===== src/hdl/ram_access_pkg.sv =====
// shared widths, types and MBIST pattern constants for the 128x11 RAM access shell
// every RTL file refers to these by scoped name
package ram_access_pkg;

  // ------------------------------------------------------------
  // array geometry
  // ------------------------------------------------------------
  localparam int ram_depth  = 128;
  localparam int ram_addr_w = 7;
  localparam int ram_data_w = 11;

  // ------------------------------------------------------------
  // MBIST background pattern
  // ------------------------------------------------------------
  localparam int mbist_pat_w = 2;
  // full copies of the pattern in one word, bit 0 fills the odd top bit
  localparam int mbist_pat_rep = ram_data_w / mbist_pat_w;

  // address into the array
  typedef logic [ram_addr_w-1:0] ram_addr_t;

  // one data word
  typedef logic [ram_data_w-1:0] ram_data_t;

  // background pattern from the MBIST controller
  typedef logic [mbist_pat_w-1:0] mbist_pat_t;

  // owner of the array ports
  typedef enum logic {
    src_func  = 1'b0,
    src_mbist = 1'b1
  } port_src_t;

endpackage


===== src/hdl/ram_port_mux.sv =====
// port source selection for the RAM shell: registers the MBIST enable and steers
// functional or MBIST address, data and enables onto the array ports
`timescale 1ns/10ps

module ram_port_mux (
  input  logic                      clk,
  input  logic                      mbist_ramaccess_rst_,
  input  logic                      mbist_en_sync,
  input  logic                      we,
  input  logic                      re,
  input  logic                      write_inh,
  input  logic                      mbist_we_w0,
  input  logic                      mbist_ce_r0,
  input  ram_access_pkg::ram_addr_t wa,
  input  ram_access_pkg::ram_addr_t ra,
  input  ram_access_pkg::ram_addr_t mbist_wa_w0,
  input  ram_access_pkg::ram_addr_t mbist_ra_r0,
  input  ram_access_pkg::ram_data_t di,
  input  ram_access_pkg::mbist_pat_t mbist_di_w0,
  output logic                      arr_we,
  output logic                      arr_re,
  output ram_access_pkg::ram_addr_t arr_wa,
  output ram_access_pkg::ram_addr_t arr_ra,
  output ram_access_pkg::ram_data_t arr_wd,
  output ram_access_pkg::port_src_t port_src
);

  ram_access_pkg::ram_data_t mbist_wd;
  logic                      mbist_sel;
  logic                      pre_we;

  // ------------------------------------------------------------
  // MBIST enable register
  // ------------------------------------------------------------
  // the synchronized enable is flopped once more so the port swap
  // happens on a clean edge
  always_ff @(posedge clk or negedge mbist_ramaccess_rst_) begin
    if (!mbist_ramaccess_rst_) begin
      port_src <= ram_access_pkg::src_func;
    end else if (mbist_en_sync) begin
      port_src <= ram_access_pkg::src_mbist;
    end else begin
      port_src <= ram_access_pkg::src_func;
    end
  end

  assign mbist_sel = (port_src == ram_access_pkg::src_mbist);

  // ------------------------------------------------------------
  // background pattern expansion
  // ------------------------------------------------------------
  // 2'b01 -> 11'h555, 2'b10 -> 11'h2aa
  assign mbist_wd = {mbist_di_w0[0], {ram_access_pkg::mbist_pat_rep{mbist_di_w0}}};

  // ------------------------------------------------------------
  // source muxes
  // ------------------------------------------------------------
  always_comb begin
    if (mbist_sel) begin
      pre_we = mbist_we_w0;
      arr_re = mbist_ce_r0;
      arr_wa = mbist_wa_w0;
      arr_ra = mbist_ra_r0;
      arr_wd = mbist_wd;
    end else begin
      pre_we = we;
      arr_re = re;
      arr_wa = wa;
      arr_ra = ra;
      arr_wd = di;
    end
  end

  // write inhibit blocks both sources
  assign arr_we = pre_we & ~write_inh;

endmodule


===== src/hdl/ram_array_128x11.sv =====
// 128x11 storage array with one synchronous write port and one registered
// read port; a read and write to the same word at one edge returns old data
`timescale 1ns/10ps

module ram_array_128x11 (
  input  logic                      clk,
  input  logic                      arr_we,
  input  logic                      arr_re,
  input  ram_access_pkg::ram_addr_t arr_wa,
  input  ram_access_pkg::ram_addr_t arr_ra,
  input  ram_access_pkg::ram_data_t arr_wd,
  output ram_access_pkg::ram_data_t arr_rd
);

  ram_access_pkg::ram_data_t mem [ram_access_pkg::ram_depth];

  // ------------------------------------------------------------
  // write port
  // ------------------------------------------------------------
  always_ff @(posedge clk) begin
    if (arr_we) begin
      mem[arr_wa] <= arr_wd;
    end
  end

  // ------------------------------------------------------------
  // read port
  // ------------------------------------------------------------
  // samples the stored word before this edge's write lands,
  // and holds until the next read
  always_ff @(posedge clk) begin
    if (arr_re) begin
      arr_rd <= mem[arr_ra];
    end
  end

  // ------------------------------------------------------------
  // checks
  // ------------------------------------------------------------
  // an unknown address would corrupt or read an arbitrary word
  a_wa_known : assert property (
    @(posedge clk) arr_we |-> !$isunknown(arr_wa)
  ) else $error("write address has unknown bits while arr_we is high");

  a_ra_known : assert property (
    @(posedge clk) arr_re |-> !$isunknown(arr_ra)
  ) else $error("read address has unknown bits while arr_re is high");

endmodule


===== src/hdl/ram_read_capture.sv =====
// output side of the RAM shell: array bypass, MBIST chip-enable delay and
// the capture register that feeds dout and mbist_do_r0
`timescale 1ns/10ps

module ram_read_capture (
  input  logic                      clk,
  input  logic                      mbist_ramaccess_rst_,
  input  logic                      ore,
  input  logic                      mbist_ce_r0,
  input  logic                      scan_ramtms,
  input  logic                      ary_read_inh,
  input  ram_access_pkg::port_src_t port_src,
  input  ram_access_pkg::ram_data_t arr_rd,
  input  ram_access_pkg::ram_data_t arr_wd,
  output ram_access_pkg::ram_data_t data_q
);

  logic                      bypass;
  logic                      mbist_ce_dly;
  logic                      cap_en;
  ram_access_pkg::ram_data_t cap_d;

  // ------------------------------------------------------------
  // array bypass
  // ------------------------------------------------------------
  // in test mode or with reads inhibited the write-side data is
  // looped straight to the capture register
  assign bypass = scan_ramtms | ary_read_inh;
  assign cap_d  = bypass ? arr_wd : arr_rd;

  // ------------------------------------------------------------
  // capture enable
  // ------------------------------------------------------------
  // the array read launched by mbist_ce_r0 is ready one edge later
  always_ff @(posedge clk or negedge mbist_ramaccess_rst_) begin
    if (!mbist_ramaccess_rst_) begin
      mbist_ce_dly <= 1'b0;
    end else begin
      mbist_ce_dly <= mbist_ce_r0;
    end
  end

  // ore only counts on the functional side
  assign cap_en = (port_src == ram_access_pkg::src_mbist) ? mbist_ce_dly : ore;

  // ------------------------------------------------------------
  // capture register
  // ------------------------------------------------------------
  always_ff @(posedge clk or negedge mbist_ramaccess_rst_) begin
    if (!mbist_ramaccess_rst_) begin
      data_q <= '0;
    end else if (cap_en) begin
      data_q <= cap_d;
    end
  end

endmodule


===== src/hdl/ram_access_top.sv =====
// top of the 128x11 two-port RAM shell with MBIST access; connects the port
// mux, the array and the output capture stage
`timescale 1ns/10ps

module ram_access_top (
  input  logic                       clk,
  input  logic                       mbist_ramaccess_rst_,
  input  logic                       we,
  input  logic                       re,
  input  logic                       ore,
  input  logic                       write_inh,
  input  logic                       scan_ramtms,
  input  logic                       ary_read_inh,
  input  logic                       mbist_en_sync,
  input  logic                       mbist_we_w0,
  input  logic                       mbist_ce_r0,
  input  ram_access_pkg::ram_addr_t  wa,
  input  ram_access_pkg::ram_addr_t  ra,
  input  ram_access_pkg::ram_addr_t  mbist_wa_w0,
  input  ram_access_pkg::ram_addr_t  mbist_ra_r0,
  input  ram_access_pkg::ram_data_t  di,
  input  ram_access_pkg::mbist_pat_t mbist_di_w0,
  output ram_access_pkg::ram_data_t  dout,
  output ram_access_pkg::ram_data_t  mbist_do_r0
);

  logic                      arr_we;
  logic                      arr_re;
  ram_access_pkg::ram_addr_t arr_wa;
  ram_access_pkg::ram_addr_t arr_ra;
  ram_access_pkg::ram_data_t arr_wd;
  ram_access_pkg::ram_data_t arr_rd;
  ram_access_pkg::port_src_t port_src;
  ram_access_pkg::ram_data_t data_q;

  // ------------------------------------------------------------
  // port steering
  // ------------------------------------------------------------
  ram_port_mux u_port_mux (
    .clk                  (clk),
    .mbist_ramaccess_rst_ (mbist_ramaccess_rst_),
    .mbist_en_sync        (mbist_en_sync),
    .we                   (we),
    .re                   (re),
    .write_inh            (write_inh),
    .mbist_we_w0          (mbist_we_w0),
    .mbist_ce_r0          (mbist_ce_r0),
    .wa                   (wa),
    .ra                   (ra),
    .mbist_wa_w0          (mbist_wa_w0),
    .mbist_ra_r0          (mbist_ra_r0),
    .di                   (di),
    .mbist_di_w0          (mbist_di_w0),
    .arr_we               (arr_we),
    .arr_re               (arr_re),
    .arr_wa               (arr_wa),
    .arr_ra               (arr_ra),
    .arr_wd               (arr_wd),
    .port_src             (port_src)
  );

  ram_array_128x11 u_array (
    .clk    (clk),
    .arr_we (arr_we),
    .arr_re (arr_re),
    .arr_wa (arr_wa),
    .arr_ra (arr_ra),
    .arr_wd (arr_wd),
    .arr_rd (arr_rd)
  );

  // ------------------------------------------------------------
  // output capture
  // ------------------------------------------------------------
  ram_read_capture u_read_capture (
    .clk                  (clk),
    .mbist_ramaccess_rst_ (mbist_ramaccess_rst_),
    .ore                  (ore),
    .mbist_ce_r0          (mbist_ce_r0),
    .scan_ramtms          (scan_ramtms),
    .ary_read_inh         (ary_read_inh),
    .port_src             (port_src),
    .arr_rd               (arr_rd),
    .arr_wd               (arr_wd),
    .data_q               (data_q)
  );

  // one register serves both the functional and the MBIST read data
  assign dout        = data_q;
  assign mbist_do_r0 = data_q;

endmodule


===== config.mk =====
export PLATFORM = sky130hd
export DESIGN_NAME = ram_access_top
export DESIGN_NICKNAME = d
export VERILOG_FILES = /design/src/hdl/ram_access_pkg.sv /design/src/hdl/ram_port_mux.sv /design/src/hdl/ram_array_128x11.sv /design/src/hdl/ram_read_capture.sv /design/src/hdl/ram_access_top.sv
export SDC_FILE = /design/constraint.sdc
export NUM_CORES = 2
export LEC_CHECK = 0
export CAP_MARGIN = 20
export CORE_MARGIN = 8
export CORE_UTILIZATION = 30
export DETAILED_ROUTE_END_ITERATION = 10
export DONT_BUFFER_PORTS = 1
export HOLD_SLACK_MARGIN = 0.03
export PLACE_DENSITY = 0.52
export SKIP_LAST_GASP = 1
export SYNTH_ARGS = -nofsm -noshare
export SYNTH_HDL_FRONTEND = slang
export SYNTH_HIERARCHICAL = 1
export SYNTH_SLANG_ARGS = --single-unit

===== constraint.sdc =====
create_clock -name clk -period 12.8 [get_ports clk]
set_input_delay 1.28 -clock clk [delete_from_list [all_inputs] [get_ports clk]]
set_output_delay 1.28 -clock clk [all_outputs]
set_load 0.05 [all_outputs]

==> run summary <==
### Setup path
• data arrival time at the worst-slack endpoint: 5950 ps
• R2R depth: 7
• Crit Reg-Reg Startpoint: u_port_mux/port_src$_DFF_PN0_
• type of the worst setup path: reg2reg
• data required time at the worst endpoint: 13310 ps
• crit path max fanout: 100
• type of element capturing the critical path: register
• startpoint type of the worst setup path: register
• FF-to-FF End: u_array/arr_rd[3]$_DFFE_PP_
• slack of the worst reg-to-reg path: 7350 ps

### Logic synthesis
• register bit total from synthesis: 1432
• Avg Synthesized Cell Area: 24.3 µm²
• Gate Count Post-Synth: 2284
• number of nets in the synthesized netlist: 2336
• count of different cell masters after synthesis: 26
• register area share after synthesis: 0.775
• Post-Synthesis Cell Area: 55400 µm²
• total of warnings raised by yosys: 6

### Route
• final antenna-violating net count: 0
• remaining design rule violation count: 0
• final routed wirelength across all metal layers: 139 mm
• via density per instance: 4.94
• number of iterations in the first detailed-routing pass: 5
• violation count after the first detailed-routing iteration: 2406
• WL per Instance: 27.8 µm
• vias after detailed routing: 24800

### Floorplan
• chip height: 446 µm
• width of the die: 446 µm
• I/O pin cnt: 74
• effective utilization at floorplan: 0.302
• placement row count: 157
• placeable core region: 183000 µm²
• DIE AREA: 199000 µm²

### Hold path
• worst min path class: in2async

### Global route
• number of antenna violations at the first check in global routing: 18
• maximum number of pins on one net before global-route repair: 106
• wire length of the first global-routing pass: 198 mm
• via count of the first global-routing pass: 26000
• overall overflow remaining after global route: 0
• combined global-route utilization of all metal layers: 0.139

### Flow run
• number of maximum-capacitance constraint violations: 0

### Timing
• slew at the pin with the worst max-slew slack: 1130 ps
• RSZ-0062 raised after global routing: false
• fmax: 184 MHz
• number of max-slew violations in the final report: 0
• Final Skew: 20.0 ps
• setup TNS: 0 ps
• fin crit share: 0.426
• relative max-transition margin: 0.246
• final-report hold violation count: 0
• final count of negative-setup-slack endpoints: 0
• post-layout min period: 5450 ps

### Clock tree
• number of cells upsized or downsized after cts: 0
• number of clock sinks: 1432
• cts bufs inserted: 142
• TritonCTS clock tree: built
• Skew-Pair Late Insertion Delay: 760 ps
• count of hold-fix buffers inserted at cts: 0
• clock slew seen by the registers of the worst setup and hold paths: 70 ps
• CTS max path bufs: 3
• root buffer selected by CTS: sky130_fd_sc_hd__clkbuf_16
• setup bufs post-CTS: 0
• number of H-tree levels: 4

### Finish
• filler instances: 16600
• signed area change from the synthesized netlist to the final layout: 15.3%
• post-route design area: 63900 µm²
• fraction of layout instances using a drive strength above 1: 0.350
• NumNets Final: 2471

### Place
• instance area at placement: 59000 µm²
• global placement routability congestion: 0.776
• number of port buffers: 0
• HPWL reported at the end of detailed placement: 84.1 mm

### Pwr
• leak pwr: 19.4 nW
• power per unit of standard cell area: 158 nW/µm²
• largest vdd supply drop: 0.000115 V

### Outcome
• status: complete, no violations

==> cell usage in the layout (no fill, tap or decap), types with 23 or more instances in the layout <==
| cell type | netlist | final |
|---|---|---|
| sky130_fd_sc_hd__buf_4 | 11 | 98 |
| sky130_fd_sc_hd__edfxtp_1 | 1419 | 1419 |
| sky130_fd_sc_hd__nor2_1 | 123 | 84 |
| sky130_fd_sc_hd__clkinv_2 | 0 | 23 |
| sky130_fd_sc_hd__nor2_2 | 1 | 40 |
| sky130_fd_sc_hd__nand2_1 | 26 | 26 |
| sky130_fd_sc_hd__clkbuf_1 | 65 | 31 |
| sky130_fd_sc_hd__mux4_2 | 462 | 462 |
| sky130_fd_sc_hd__clkinv_1 | 0 | 24 |
| sky130_fd_sc_hd__clkbuf_16 | 0 | 145 |
==> per-layer routing <==
| metal | up-vias | track usage | share of wire | wire [µm] |
|---|---|---|---|---|
| li1 | 10100 | - | - | - |
| met5 | - | 0 | 0 | 0 |
| met3 | 186 | 0.0307 | 0.062 | 8690 |
| met2 | 816 | 0.238 | 0.51 | 71500 |
| met4 | 0 | 0.0473 | 0.030 | 4190 |
| met1 | 13700 | 0.174 | 0.39 | 55100 |
==> report_power, final <==
group / leakage, nW / switching, mW / internal, mW
sequential: 13.0 / 0.0607 / 5.22
clock: 2.24 / 1.76 / 2.37
combinational: 4.16 / 0.428 / 0.280
==> how the worst max path moves through the flow <==
stage,depth (start not counted),from,to,slack (ps)
6_report,7,u_port_mux/port_src$_DFF_PN0_,u_array/arr_rd[3]$_DFFE_PP_,7350
5_1_grt,7,u_port_mux/port_src$_DFF_PN0_,u_array/arr_rd[4]$_DFFE_PP_,7170
4_1_cts,7,u_port_mux/port_src$_DFF_PN0_,u_array/arr_rd[3]$_DFFE_PP_,7310
3_5_place_dp,7,mbist_ra_r0[2],u_array/arr_rd[5]$_DFFE_PP_,6600
3_3_place_gp,7,mbist_ra_r0[0],u_array/arr_rd[4]$_DFFE_PP_,6640
2_1_floorplan,2,di[10],u_array/mem[0][10]$_DFFE_PP_,5260
==> sequential cells by signal, indices dropped and copies added (netlist names) <==
register                     count
u_array/mem                   1408
u_array/arr_rd                  11
u_read_capture/data_q           11
u_port_mux/port_src              1
u_read_capture/mbist_ce_dly      1
==> kinds of logic after synthesis <==
group | share of synthesized area
buffers and inverters | 0.0124
DFF | 0.775
muxes | 0.197
AOI/OAI and AO/OA | 0.00273
and+or+nand+nor | 0.0137
==> stage by stage <==
| stage | setup slack, ps | utilization | cells | total power, mW | hold slack [ps] |
|---|---|---|---|---|---|
| 2_1_floorplan | 5260 | - | 2284 | 5.84 | 494 |
| 3_3_place_gp | 6640 | 0.321 | 4702 | 6.08 | 622 |
| 3_5_place_dp | 6600 | 0.322 | 4720 | 6.10 | 628 |
| 4_1_cts | 7310 | 0.347 | 4980 | 10.2 | 147 |
| 5_1_grt | 7170 | 0.349 | 5011 | 10.4 | 164 |
| 6_report | 7350 | 0.349 | 5014 | 10.1 | 218 |
==> layout make-up <==
type,count,area [µm²],share of cell area
Sequential cell,1432,42900,0.672
Multi-Input combinational cell,708,12100,0.189
Clock buffer,179,3790,0.0592
Tap cell,2464,3080,0.0482
Timing Repair Buffer,124,1100,0.0172
Clock inverter,81,842,0.0132
Inverter,11,41.3,0.000646
Antenna cell,15,37.5,0.000587
==> synthesized netlist by cell type <==
master	count	area, µm²
sky130_fd_sc_hd__nor2b_1	7	43.8
sky130_fd_sc_hd__buf_1	17	63.8
sky130_fd_sc_hd__dfrtp_1	13	325
sky130_fd_sc_hd__o21ai_1	10	50.1
sky130_fd_sc_hd__mux4_2	462	10400
sky130_fd_sc_hd__buf_6	9	101
sky130_fd_sc_hd__nand3_1	12	60.1
sky130_fd_sc_hd__nand2b_1	2	12.5
sky130_fd_sc_hd__mux2_4	15	225
sky130_fd_sc_hd__buf_2	31	155
sky130_fd_sc_hd__clkbuf_1	65	244
sky130_fd_sc_hd__buf_4	11	82.6
sky130_fd_sc_hd__mux2i_4	1	22.5
sky130_fd_sc_hd__mux2_2	11	124
sky130_fd_sc_hd__mux2i_1	12	120
sky130_fd_sc_hd__edfxtp_1	1419	42600
sky130_fd_sc_hd__nor2_1	123	462
sky130_fd_sc_hd__inv_1	11	41.3
sky130_fd_sc_hd__or3_1	1	6.26
sky130_fd_sc_hd__nand4_1	3	18.8
sky130_fd_sc_hd__nor2_2	1	6.26
sky130_fd_sc_hd__nand2_1	26	97.6
sky130_fd_sc_hd__nand2_2	1	6.26
sky130_fd_sc_hd__o21ai_2	11	96.3
sky130_fd_sc_hd__o21ai_0	1	5.00
sky130_fd_sc_hd__nor3_1	9	45.0
==> critical path, stage by stage, from the launching register on <==
cell and delay, ps:
sky130_fd_sc_hd__dfrtp_2 450, sky130_fd_sc_hd__mux2_8 840, sky130_fd_sc_hd__buf_4 820, sky130_fd_sc_hd__buf_4 900, sky130_fd_sc_hd__mux4_2 420, sky130_fd_sc_hd__mux4_2 580, sky130_fd_sc_hd__mux4_2 570, sky130_fd_sc_hd__mux2_2 310
No activity file was read; power rests on OpenSTA's default activity.
